## src/design/zport_pkg.sv

```systemverilog
// shared types and constants for the z80 port block
// port map low bytes, readback indices, reset values

package zport_pkg;

	//////////////////////////////////////////////////
	// bus and register widths

	typedef logic [7:0]  zbyte_t;     // one z80 data byte
	typedef logic [15:0] port_addr_t; // full i/o address
	typedef logic [3:0]  border_t;    // ~a3 + 3 colour bits
	typedef logic [5:0]  page_t;      // 1M page, 7ffd[7:5],[2:0]
	typedef logic [5:0]  up_addr_t;   // ulaplus palette entry

	// decoded write target, one per port function
	typedef enum logic [3:0] {
		sel_none,
		sel_border,        // xxF6, border only
		sel_beeper_border, // xxFE, border plus beeper
		sel_7ffd,
		sel_eff7,
		sel_config,        // xxBF
		sel_nmi_clr,       // xxBE
		sel_up_reg,        // xx3B, a14 low
		sel_up_data        // xx3B, a14 high
	} port_sel_t;

	// what a ulaplus data write means
	typedef enum logic {
		up_group,  // palette write
		up_mode    // mode write, bit0 -> up_ena
	} ula_mode_t;

	//////////////////////////////////////////////////
	// port low bytes

	localparam zbyte_t port_fe      = 8'hFE;
	localparam zbyte_t port_f6      = 8'hF6;
	localparam zbyte_t port_fd      = 8'hFD;
	localparam zbyte_t port_f7      = 8'hF7;
	localparam zbyte_t port_bf      = 8'hBF;
	localparam zbyte_t port_be      = 8'hBE;
	localparam zbyte_t port_ulaplus = 8'h3B;

	// xxBE readback index, taken from a[12:8]
	localparam logic [4:0] rb_7ffd   = 5'hA;
	localparam logic [4:0] rb_eff7   = 5'hB;
	localparam logic [4:0] rb_border = 5'hF;

	// register values after reset
	localparam zbyte_t  p7ffd_rst  = 8'h00;
	localparam zbyte_t  peff7_rst  = 8'h00;
	localparam border_t border_rst = 4'h0;

endpackage

```

## src/design/bus_strobe.sv

```systemverilog
// z80 i/o write sampler
// zpos-gated sampling of iorq_n/wr_n, one-cycle write strobe with captured address and data

`timescale 1ns/1ps

module bus_strobe (
	input  logic                 fclk,
	input  logic                 rst_n,
	input  logic                 zpos,    // z80 rising edge marker
	input  logic                 iorq_n,
	input  logic                 wr_n,
	input  zport_pkg::port_addr_t a,
	input  zport_pkg::zbyte_t     din,
	output logic                 wr_stb,  // one fclk per bus write
	output zport_pkg::port_addr_t s_addr,
	output zport_pkg::zbyte_t     s_data
);

	import zport_pkg::*;

	logic wr_act;   // write cycle seen on bus right now
	logic wr_lvl;   // zpos sample of wr_act
	logic wr_lvl_d; // previous fclk copy

	assign wr_act = ~(iorq_n | wr_n);

	always_ff @(posedge fclk or negedge rst_n)
	begin
		if (!rst_n)
		begin
			wr_lvl   <= 1'b0;
			wr_lvl_d <= 1'b0;
		end
		else
		begin
			if (zpos)
				wr_lvl <= wr_act; // only on z80 edges
			wr_lvl_d <= wr_lvl;
		end
	end

	// rising edge of the sampled level
	assign wr_stb = wr_lvl & ~wr_lvl_d;

	// first active sample grabs the bus, held until the next write
	always_ff @(posedge fclk)
	begin
		if (zpos && wr_act && !wr_lvl)
		begin
			s_addr <= a;
			s_data <= din;
		end
	end

	// a write cycle must never yield back-to-back strobes
	a_single_stb: assert property (@(posedge fclk) disable iff (!rst_n)
		wr_stb |=> !wr_stb);

endmodule

```

## src/design/config_regs.sv

```systemverilog
// border, config port and ulaplus state
// xxFE/xxF6 border, xxBF config, xxBE nmi clear, xx3B ulaplus mode and palette

`timescale 1ns/1ps

module config_regs (
	input  logic                  fclk,
	input  logic                  rst_n,
	input  zport_pkg::port_sel_t  sel,
	input  zport_pkg::port_addr_t d_addr,
	input  zport_pkg::zbyte_t     d_data,
	input  logic                  dos,
	output logic                  shadow,
	output zport_pkg::border_t    border,
	output logic                  romrw_en,   // xxBF bit1
	output logic                  set_nmi,    // xxBF bit3
	output logic                  clr_nmi,
	output logic                  beeper_wr,
	output zport_pkg::zbyte_t     cfg_bits,
	output logic                  up_ena,
	output zport_pkg::up_addr_t   up_paladdr,
	output zport_pkg::zbyte_t     up_paldata,
	output logic                  up_palwr,
	output zport_pkg::zbyte_t     up_lastwritten
);

	import zport_pkg::*;

	logic      shadow_en; // xxBF bit0
	logic      fntw_en;   // xxBF bit2, kept for readback
	ula_mode_t up_state;

	assign shadow   = dos | shadow_en;
	assign cfg_bits = {4'b0000, set_nmi, fntw_en, romrw_en, shadow_en};

	//////////////////////////////////////////////////
	// border and xxBF

	always_ff @(posedge fclk or negedge rst_n)
	begin
		if (!rst_n)
		begin
			border    <= border_rst;
			shadow_en <= 1'b0;
			romrw_en  <= 1'b0;
			fntw_en   <= 1'b0;
			set_nmi   <= 1'b0;
		end
		else
		begin
			if (sel == sel_border || sel == sel_beeper_border)
				border <= {~d_addr[3], d_data[2:0]}; // f6 sets bit3, fe clears it
			if (sel == sel_config)
			begin
				shadow_en <= d_data[0];
				romrw_en  <= d_data[1];
				fntw_en   <= d_data[2];
				set_nmi   <= d_data[3];
			end
		end
	end

	//////////////////////////////////////////////////
	// strobes, one cycle after sel

	always_ff @(posedge fclk or negedge rst_n)
	begin
		if (!rst_n)
		begin
			clr_nmi   <= 1'b0;
			beeper_wr <= 1'b0;
			up_palwr  <= 1'b0;
		end
		else
		begin
			clr_nmi   <= (sel == sel_nmi_clr);
			beeper_wr <= (sel == sel_beeper_border); // fe only
			up_palwr  <= (sel == sel_up_data) && (up_state == up_group);
		end
	end

	//////////////////////////////////////////////////
	// ulaplus

	always_ff @(posedge fclk or negedge rst_n)
	begin
		if (!rst_n)
		begin
			up_state <= up_group;
			up_ena   <= 1'b0;
		end
		else
		begin
			if (sel == sel_up_reg)
			begin
				if (d_data[7:6] == 2'b01)
					up_state <= up_mode;
				else if (d_data[7:6] == 2'b00)
					up_state <= up_group;
			end
			if (sel == sel_up_data && up_state == up_mode)
				up_ena <= d_data[0];
		end
	end

	// palette address and last data byte
	always_ff @(posedge fclk)
	begin
		if (sel == sel_up_reg && d_data[7:6] == 2'b00)
			up_paladdr <= d_data[5:0];
		if (sel == sel_up_data)
			up_lastwritten <= d_data;
	end

	// G3R3B2 -> R3G3B2
	assign up_paldata = {up_lastwritten[4:2], up_lastwritten[7:5], up_lastwritten[1:0]};

endmodule

```

## src/design/paging_regs.sv

```systemverilog
// memory paging registers 7FFD and EFF7
// 48K lock under 1M mode, gated views and pentagon-1M page outputs

`timescale 1ns/1ps

module paging_regs (
	input  logic                 fclk,
	input  logic                 rst_n,
	input  zport_pkg::port_sel_t sel,
	input  zport_pkg::zbyte_t    d_data,
	output zport_pkg::zbyte_t    p7ffd,         // gated by 1M block
	output zport_pkg::zbyte_t    peff7,         // gated by 1M block
	output zport_pkg::page_t     pent1m_page,
	output logic                 pent1m_rom,    // 7ffd bit4
	output logic                 pent1m_1m_on,
	output logic                 pent1m_ram0_0, // eff7 bit3
	output zport_pkg::zbyte_t    p7ffd_raw,
	output zport_pkg::zbyte_t    peff7_raw
);

	import zport_pkg::*;

	zbyte_t p7ffd_r;
	zbyte_t peff7_r;
	logic   block1m;   // eff7 bit2
	logic   lock48;    // 7ffd bit5 while block1m

	assign block1m = peff7_r[2];
	assign lock48  = p7ffd_r[5] & block1m;

	//////////////////////////////////////////////////
	// register writes

	always_ff @(posedge fclk or negedge rst_n)
	begin
		if (!rst_n)
		begin
			p7ffd_r <= p7ffd_rst;
			peff7_r <= peff7_rst;
		end
		else
		begin
			if (sel == sel_7ffd && !lock48)
				p7ffd_r <= d_data; // 2..0 page, 3 screen, 4 rom, 5 lock, 7..6 hi page
			if (sel == sel_eff7)
				peff7_r <= d_data;
		end
	end

	//////////////////////////////////////////////////
	// outputs

	// high page bits hidden while 1M is blocked
	assign p7ffd = {(block1m ? 3'b000 : p7ffd_r[7:5]), p7ffd_r[4:0]};

	assign peff7 = block1m ?
		{peff7_r[7], 1'b0, peff7_r[5:4], 3'b000, peff7_r[0]} :
		peff7_r;

	assign pent1m_page   = {p7ffd_r[7:5], p7ffd_r[2:0]};
	assign pent1m_rom    = p7ffd_r[4];
	assign pent1m_1m_on  = ~peff7_r[2];
	assign pent1m_ram0_0 = peff7_r[3];

	assign p7ffd_raw = p7ffd_r;
	assign peff7_raw = peff7_r;

	// locked 7ffd does not move on a write
	a_lock_holds: assert property (@(posedge fclk) disable iff (!rst_n)
		(sel == sel_7ffd && lock48) |=> $stable(p7ffd_raw));

endmodule

```

## src/design/port_decode.sv

```systemverilog
// port address decoder
// registers the write target of a strobed bus write, low byte decode with shadow mode rules

`timescale 1ns/1ps

module port_decode (
	input  logic                  fclk,
	input  logic                  rst_n,
	input  logic                  wr_stb,
	input  zport_pkg::port_addr_t s_addr,
	input  zport_pkg::zbyte_t     s_data,
	input  logic                  shadow,  // dos or xxBF bit0
	output zport_pkg::port_sel_t  sel,
	output zport_pkg::port_addr_t d_addr,
	output zport_pkg::zbyte_t     d_data
);

	import zport_pkg::*;

	port_sel_t sel_nxt;

	//////////////////////////////////////////////////
	// low byte decode

	always_comb
	begin
		sel_nxt = sel_none;
		case (s_addr[7:0])
			port_fe:
				sel_nxt = sel_beeper_border;
			port_f6:
				sel_nxt = sel_border; // no beeper here
			port_fd:
				if (!s_addr[15])
					sel_nxt = sel_7ffd; // bffd/fffd belong to the ay
			port_f7:
				// eff7 gone in shadow mode, a12 keeps it off dff7
				if (s_addr[8] && !s_addr[12] && !shadow)
					sel_nxt = sel_eff7;
			port_bf:
				sel_nxt = sel_config;
			port_be:
				sel_nxt = sel_nmi_clr;
			port_ulaplus:
				sel_nxt = s_addr[14] ? sel_up_data : sel_up_reg;
			default:
				sel_nxt = sel_none;
		endcase
	end

	//////////////////////////////////////////////////
	// decode stage register

	always_ff @(posedge fclk or negedge rst_n)
	begin
		if (!rst_n)
			sel <= sel_none;
		else if (wr_stb)
			sel <= sel_nxt;
		else
			sel <= sel_none; // valid for one cycle only
	end

	always_ff @(posedge fclk)
	begin
		if (wr_stb)
		begin
			d_addr <= s_addr;
			d_data <= s_data;
		end
	end

endmodule

```

## src/design/read_mux.sv

```systemverilog
// i/o read path
// port hit, data-out enable and read data, xxBE readback by a[12:8]

`timescale 1ns/1ps

module read_mux (
	input  zport_pkg::port_addr_t a,
	input  logic                  iorq_n,
	input  logic                  rd_n,
	input  logic                  shadow,
	input  logic [4:0]            keys_in,   // active low keys
	input  logic                  tape_read,
	input  zport_pkg::zbyte_t     cfg_bits,
	input  zport_pkg::zbyte_t     p7ffd_raw,
	input  zport_pkg::zbyte_t     peff7_raw,
	input  zport_pkg::border_t    border,
	input  zport_pkg::zbyte_t     up_lastwritten,
	output zport_pkg::zbyte_t     dout,
	output logic                  porthit,
	output logic                  dataout
);

	import zport_pkg::*;

	zbyte_t loa;     // low address byte
	zbyte_t be_mux;  // xxBE readback

	assign loa = a[7:0];

	//////////////////////////////////////////////////
	// hit and bus drive

	always_comb
	begin
		case (loa)
			port_fe, port_f6, port_fd, port_bf, port_be, port_ulaplus:
				porthit = 1'b1;
			port_f7:
				porthit = !shadow; // f7 is ours only outside dos
			default:
				porthit = 1'b0;
		endcase
	end

	assign dataout = porthit & ~iorq_n & ~rd_n;

	//////////////////////////////////////////////////
	// read data

	always_comb
	begin
		case (a[12:8])
			rb_7ffd:   be_mux = p7ffd_raw;
			rb_eff7:   be_mux = peff7_raw;
			rb_border: be_mux = {4'b0000, border};
			default:   be_mux = 8'hFF;
		endcase
	end

	always_comb
	begin
		case (loa)
			port_fe, port_f6:
				dout = {1'b1, tape_read, 1'b0, keys_in};
			port_bf:
				dout = cfg_bits;
			port_be:
				dout = be_mux;
			port_ulaplus:
				dout = up_lastwritten;
			default:
				dout = 8'hFF; // floating bus look
		endcase
	end

endmodule

```

## src/design/zports_top.sv

```systemverilog
// z80 i/o port block top
// strobe, decode and register stages plus the combinational read path

`timescale 1ns/1ps

module zports_top (
	input  logic                  fclk,
	input  logic                  rst_n,
	input  logic                  zpos,
	input  zport_pkg::port_addr_t a,
	input  zport_pkg::zbyte_t     din,
	input  logic                  iorq_n,
	input  logic                  rd_n,
	input  logic                  wr_n,
	input  logic                  dos,
	input  logic [4:0]            keys_in,
	input  logic                  tape_read,
	output zport_pkg::zbyte_t     dout,
	output logic                  porthit,
	output logic                  dataout,
	output zport_pkg::zbyte_t     p7ffd,
	output zport_pkg::zbyte_t     peff7,
	output zport_pkg::page_t      pent1m_page,
	output logic                  pent1m_rom,
	output logic                  pent1m_1m_on,
	output logic                  pent1m_ram0_0,
	output zport_pkg::border_t    border,
	output logic                  romrw_en,
	output logic                  set_nmi,
	output logic                  clr_nmi,
	output logic                  beeper_wr,
	output logic                  up_ena,
	output zport_pkg::up_addr_t   up_paladdr,
	output zport_pkg::zbyte_t     up_paldata,
	output logic                  up_palwr
);

	import zport_pkg::*;

	// stage 1 -> 2
	logic       wr_stb;
	port_addr_t s_addr;
	zbyte_t     s_data;
	// stage 2 -> 3
	port_sel_t  sel;
	port_addr_t d_addr;
	zbyte_t     d_data;
	// register state to the read path
	logic       shadow;
	zbyte_t     cfg_bits;
	zbyte_t     p7ffd_raw;
	zbyte_t     peff7_raw;
	zbyte_t     up_lastwritten;

	bus_strobe u_strobe (
		.fclk   (fclk),
		.rst_n  (rst_n),
		.zpos   (zpos),
		.iorq_n (iorq_n),
		.wr_n   (wr_n),
		.a      (a),
		.din    (din),
		.wr_stb (wr_stb),
		.s_addr (s_addr),
		.s_data (s_data)
	);

	port_decode u_decode (
		.fclk   (fclk),
		.rst_n  (rst_n),
		.wr_stb (wr_stb),
		.s_addr (s_addr),
		.s_data (s_data),
		.shadow (shadow),
		.sel    (sel),
		.d_addr (d_addr),
		.d_data (d_data)
	);

	paging_regs u_paging (
		.fclk          (fclk),
		.rst_n         (rst_n),
		.sel           (sel),
		.d_data        (d_data),
		.p7ffd         (p7ffd),
		.peff7         (peff7),
		.pent1m_page   (pent1m_page),
		.pent1m_rom    (pent1m_rom),
		.pent1m_1m_on  (pent1m_1m_on),
		.pent1m_ram0_0 (pent1m_ram0_0),
		.p7ffd_raw     (p7ffd_raw),
		.peff7_raw     (peff7_raw)
	);

	config_regs u_config (
		.fclk           (fclk),
		.rst_n          (rst_n),
		.sel            (sel),
		.d_addr         (d_addr),
		.d_data         (d_data),
		.dos            (dos),
		.shadow         (shadow),
		.border         (border),
		.romrw_en       (romrw_en),
		.set_nmi        (set_nmi),
		.clr_nmi        (clr_nmi),
		.beeper_wr      (beeper_wr),
		.cfg_bits       (cfg_bits),
		.up_ena         (up_ena),
		.up_paladdr     (up_paladdr),
		.up_paldata     (up_paldata),
		.up_palwr       (up_palwr),
		.up_lastwritten (up_lastwritten)
	);

	read_mux u_read (
		.a              (a),
		.iorq_n         (iorq_n),
		.rd_n           (rd_n),
		.shadow         (shadow),
		.keys_in        (keys_in),
		.tape_read      (tape_read),
		.cfg_bits       (cfg_bits),
		.p7ffd_raw      (p7ffd_raw),
		.peff7_raw      (peff7_raw),
		.border         (border),
		.up_lastwritten (up_lastwritten),
		.dout           (dout),
		.porthit        (porthit),
		.dataout        (dataout)
	);

endmodule

```

## config.mk

```make
export PLATFORM = sky130hd
export DESIGN_NAME = zports_top
export DESIGN_NICKNAME = d
export VERILOG_FILES = /design/src/design/zport_pkg.sv /design/src/design/bus_strobe.sv /design/src/design/config_regs.sv /design/src/design/paging_regs.sv /design/src/design/port_decode.sv /design/src/design/read_mux.sv /design/src/design/zports_top.sv
export SDC_FILE = /design/constraint.sdc
export NUM_CORES = 1
export LEC_CHECK = 0
export ABC_AREA = 1
export BUFFER_PORTS_ARGS = -buffer_cell sky130_fd_sc_hd__buf_2
export CORE_UTILIZATION = 30
export DETAILED_ROUTE_END_ITERATION = 8
export SLEW_MARGIN = 15
export SYNTH_ARGS = -nofsm -noshare
export SYNTH_HDL_FRONTEND = slang
export SYNTH_SLANG_ARGS = --single-unit
```

## constraint.sdc

```tcl
create_clock -name fclk -period 2.5 [get_ports fclk]
set_clock_uncertainty 0.15 [all_clocks]
set_input_delay 0.125 -clock fclk [delete_from_list [all_inputs] [get_ports fclk]]
set_output_delay 0.125 -clock fclk [all_outputs]
set_load 0.02 [all_outputs]
```

==> After elaboration in Yosys (flattened, before gate mapping) <==
Index checks and enable logic that the tools add are counted.
{ "totals": {"out_inout_bits": 59, "in_bits": 37, "regBits": 85, "elab_cells": 90} }
{ "classes": {"reduce_logical": 18, "n_eq_ne": 26, "mux": 12, "n_bitwise": 13} }
{ "op_table": {"columns": ["operator", "n"], "rows": [
  ["$eq 8x8->1 const B", 12],
  ["$pmux 8 s4", 1],
  ["$pmux 4 s7", 1],
  ["$pmux 8 s3", 1],
  ["$eq 4x3->1 const B", 4],
  ["$eq 8x6->1 const B", 2],
  ["$eq 5x4->1 const B", 3],
  ["$eq 4x2->1 const B", 2],
  ["$logic_and 1x1->1", 8],
  ["$mux 4", 2],
  ["$mux 7", 1],
  ["$not 1->1", 7],
  ["$mux 3", 2],
  ["$reduce_or 6->1", 1],
  ["$and 1x1->1", 4],
  ["$eq 4x1->1 const B", 1],
  ["$eq 4x4->1 const B", 1],
  ["$logic_not 1->1", 4],
  ["$eq 2x1->1 const B", 1],
  ["$logic_not 2->1", 1],
  ["$mux 1", 2],
  ["$mux 2", 1],
  ["$or 1x1->1", 2],
  ["$pmux 1 s2", 1],
  ["other kinds (4)", 4]
]} }

==> Longest topological paths before layout <==
{ "logic_depth": {"word_depth": 6, "ltp_mapped": 9, "mapped_depth_nobuf": 9} }

==> Hierarchy <==
A second synthesis with hierarchy kept.
{ "hier_totals": {"cells_unflattened": 460, "hier_area_um2": 4555.6} }
{ "by_module_without_submodules": {"columns": ["module", "seq_area_each_um2", "instances", "cells_each", "area_per_inst_um2"], "rows": [
  ["config_regs", 745.7, 1, 102, 1114.8],
  ["port_decode", 820.8, 1, 82, 1071.0],
  ["paging_regs", 400.4, 1, 106, 910.9],
  ["bus_strobe", 770.7, 1, 34, 803.3],
  ["read_mux", 0.0, 1, 136, 655.6]
]} }

==> Worst setup path after synthesis <==
OpenSTA, ideal clock, no wires.
{ "synth_timing": {"kind": "register to register", "start": "register u_strobe.wr_lvl", "end": "register u_strobe.s_addr[0] (enable)", "required_time_ps": 1953, "stages_incl_launch_ff": 2, "t_arrival_ps": 1253, "slack_ps": 700, "setup_time_ps": 397, "path_buffers": 0, "cell_sequence": "dfrtp_1 -> nor2_1"} }
{ "synth_between": {"elab_chain_cells": 2} }
{ "synth_rtl": {"columns": ["item", "line_no", "text"], "rows": [
  ["start, declared", "bus_strobe.sv:22", "logic wr_lvl;"],
  ["start signal, assigned", "bus_strobe.sv:37", "wr_lvl <= wr_act;"],
  ["$logic_not 1->1", "bus_strobe.sv:48", "if (zpos && wr_act && !wr_lvl)"],
  ["$logic_and 1x1->1", "bus_strobe.sv:48", null],
  ["end signal, assigned", "bus_strobe.sv:50", "s_addr <= a;"],
  ["end, declared", "bus_strobe.sv:15", "output zport_pkg::port_addr_t s_addr,"]
]} }
Every way passes these cells.
A chain may end at the register's enable or synchronous reset.

==> Worst setup path after layout <==
{ "layout_timing": {"start": "input port a[8]", "end": "output port dout[0]"} }
{ "layout_between": {"elab_chain_cells": 3, "elab_cells_between_ends": 5, "classes_between": "eq/ne: 3; mux: 2"} }
{ "layout_rtl": {"columns": ["item", "line_no", "text"], "rows": [
  ["start, declared", "zports_top.sv:10", "input zport_pkg::port_addr_t a,"],
  ["$eq 5x4->1", "read_mux.sv:52", "case (a[12:8])"],
  ["$pmux 8 s3 (*)", "read_mux.sv:52", null],
  ["$pmux 8 s4 (*)", "read_mux.sv:62", "case (loa)"],
  ["end, declared", "zports_top.sv:18", "output zport_pkg::zbyte_t dout,"]
]} }
Mark *: on every way between the ends. The rest lies on a longest branch, timed or not.

==> reports/qor.yml <==
outcome: "complete, no violations"
dr.pass1.iters: 5
synth_cell_type_count: 32
postCtsSetupBuffers: 0
seq_area_frac_synth: 0.584
grt_pass1_vias: 2841
viasPerCell: 4.63
critical_path_arrival_ns: 1.91
placed_area_um2: 4300
slew_headroom: 0.450
chipWidth_um: 113
power_density_nw_per_um2: 582
ys.flop_type: "edfxtp_1"
dp_slack_ns: 0.913
clk_pin_slew_ns: 0.06
vias: 3009
rr_endpoint: "u_config.up_ena$_DFFE_PN0P_"
grt_max_degree: 36
instances_no_fill: 650
ios: 96
setup.worst_path.start_class: "primary input"
syn_nets: 415
worstPathMaxFanout: 8
endpoint_kind: "output pin"
cts_buffers: 9
drive_gt1_frac: 0.316
reg2reg_setup_slack_ns: 0.92
hp-class: "in2reg"
yosysTopAreaCellShare: 0.348
rsz0062_at_grt: "no"
grt_overflow_total: 0
fin_crit_sh: 0.874
fin_ws_ns: 0.314
totalWireLength_mm: 9.12
dp.cells: 611
yosys-top-cells-area: "edfxtp_1 (35%), dfrtp_1 (24%), nand2_1 (8.8%), nand3_1 (5.8%), inv_1 (3.7%)"
drt_iter0_markers: 170
routedWlPerCell_um: 14.0
fin_nets: 535
drv_cap: 0
yosysMostFrequentCell: "nand2_1"
p_leak_nw: 2.20
grt_first_pass_wirelength_mm: 14.6
r2r-start: "u_decode.sel[0]$_DFF_PN0_"
syn-cell-area_um2: 3710
tightest_slew_ns: 0.826
die_height_um: 113
clk_latency_ns: 0.34
crit_start: "a[8]"
synth_seq_cells: 78
synthTopCellsByCount: "nand2_1 (87), edfxtp_1 (43), nand3_1 (43), inv_1 (37)"
tritoncts: "built"
max_stage_delay_ns: 0.54
ant_nets: 0
syn_inst: 378
grt_antenna_before_repair: 0
synth_edf_count: 43
gr-usage-all-layers: 0.152
yosys_warnings: 0
cts_sinks: 78
syn_area_per_cell_um2: 9.81
synthToLayoutAreaGrowth_pct: 29.8
max_freq_mhz: 457
clock_path_buffers: 2
fin_crit_ns: 2.19
cts_max_level: 3
drc_errors: 0
final-setup-viol-count: 0
hpwlAfterDp_mm: 6.86
fillers: 1180
rows: 40
worstPathRequired_ns: 2.23
final_hold_viol_count: 0
path_cells: "dlygate4sd3_1 > buf_2 > nor2_1 > nand3_1 > nand4_1 > nand2_1 > nand2_1 > buf_2"
core_area_um2: 12000
synth_top_area_cell: "edfxtp_1"
clock-root-buffer: "clkbuf_16"
finalMaxSlewViolations: 0
dieArea_um2: 12800
gp_congestion: 0.814
initial_core_util: 0.309
io_buffers: 93
reg2regPathDepth: 7
final_area_um2: 4810
fin_setup_tns_ns: 0
slowest_stage: "dlygate4sd3_1"
critical_path_class: "in2out"
crit_path_end: "dout[0]"
async_reset_ff_frac: 0.449
total_power_mw: 2.80
ir_drop_v: 0.000439
antenna_cells: 0
-- cells by family after synthesis --
| group | after synthesis | share of synthesized area |
|---|---|---|
| and+or+nand+nor | 212 | 0.295 |
| DFF | 78 | 0.584 |
| buffers and inverters | 55 | 0.0681 |
| AOI/OAI and AO/OA | 32 | 0.0513 |
| other | 1 | 0.00101 |
-- placed cells by master (no fill, tap or decap), types with 3 or more instances in the layout --
cell type / Yosys / layout
nand2_4: 5 / 5
nand4_1: 4 / 4
nor4_1: 3 / 3
o21ai_1: 21 / 21
nand3_2: 3 / 3
buf_2: 1 / 93
o21ai_0: 7 / 7
nor2_2: 8 / 8
clkbuf_16: 0 / 9
inv_2: 5 / 5
nand2_1: 87 / 87
inv_1: 37 / 37
nor2_4: 9 / 9
nor2_1: 35 / 35
nand2_2: 6 / 6
dlygate4sd3_1: 0 / 23
edfxtp_1: 43 / 43
inv_6: 0 / 3
dfrtp_1: 35 / 35
buf_4: 10 / 5
nand3_1: 43 / 43
-- state kept, by name, indices dropped and copies added, names as in the netlist --
register	flops
u_config.beeper_wr	1
u_config.border	4
u_config.clr_nmi	1
u_config.fntw_en	1
u_config.romrw_en	1
u_config.set_nmi	1
u_config.shadow_en	1
u_config.up_ena	1
u_config.up_lastwritten	8
u_config.up_paladdr	6
u_config.up_palwr	1
u_config.up_state	1
u_decode.d_addr	1
u_decode.d_data	8
u_decode.sel	4
u_paging.p7ffd_raw	8
u_paging.peff7_raw	8
u_strobe.s_addr	12
u_strobe.s_data	8
u_strobe.wr_lvl	1
u_strobe.wr_lvl_d	1
-- what timing repair did --
action,4_1_cts,5_1_grt
gates resized for setup,0,0
hold endpoints to repair,56,0
hold buffers,23,0
-- through the flow --
| step | utilization | hold slack (ns) |
|---|---|---|
| floorplan | - | -0.321 |
| global placement | 0.358 | 0.111 |
| detailed placement | 0.358 | 0.115 |
| CTS | 0.401 | 0.195 |
| global route | 0.401 | 0.237 |
| finish | 0.401 | 0.201 |
-- cell type report --
cell class | instances | area [um^2] | area share
inverter | 43 | 161 | 0.0335
sequential | 78 | 2170 | 0.450
multi-input combinational | 245 | 1290 | 0.268
clock buffer | 9 | 225 | 0.0468
clock inverter | 7 | 55.1 | 0.0114
timing repair buffer | 121 | 733 | 0.152
tap | 147 | 184 | 0.0382
-- per-layer routing --
metal | up-vias | global-route usage | wire (um)
met3 | 15 | 0.0321 | 555
met4 | 0 | 0.0667 | 191
met1 | 1392 | 0.209 | 4240
met2 | 120 | 0.233 | 4140
met5 | - | 0 | 0
li1 | 1482 | - | -
-- worst min-delay path by stage --
stage | cells past startpoint | end | from | slack [ns]
6_report | 5 | u_strobe.s_data[7]$_DFFE_PP_ | wr_n | 0.20
3_3_place_gp | 1 | u_config.beeper_wr$_DFF_PN0_ | rst_n | 0.11
3_5_place_dp | 1 | u_config.beeper_wr$_DFF_PN0_ | rst_n | 0.12
5_1_grt | 5 | u_strobe.s_data[7]$_DFFE_PP_ | wr_n | 0.24
2_1_floorplan | 0 | u_config.beeper_wr$_DFF_PN0_ | rst_n | -0.32
4_1_cts | 5 | u_strobe.s_data[7]$_DFFE_PP_ | wr_n | 0.20
-- power breakdown --
group / leakage, nW / total, mW / internal, mW / switching [mW]
clock network: 0.133 / 1.24 / 0.682 / 0.556
registers: 0.837 / 1.39 / 1.38 / 0.00983
logic: 1.23 / 0.173 / 0.0688 / 0.104
total: 2.20 / 2.80 / 2.13 / 0.670
-- critical path: cells and delay by family --
family,cells,cell delay (ns)
buf+inv,3,0.87
simple gates,5,0.91
Power figures use the tool's default switching activity.
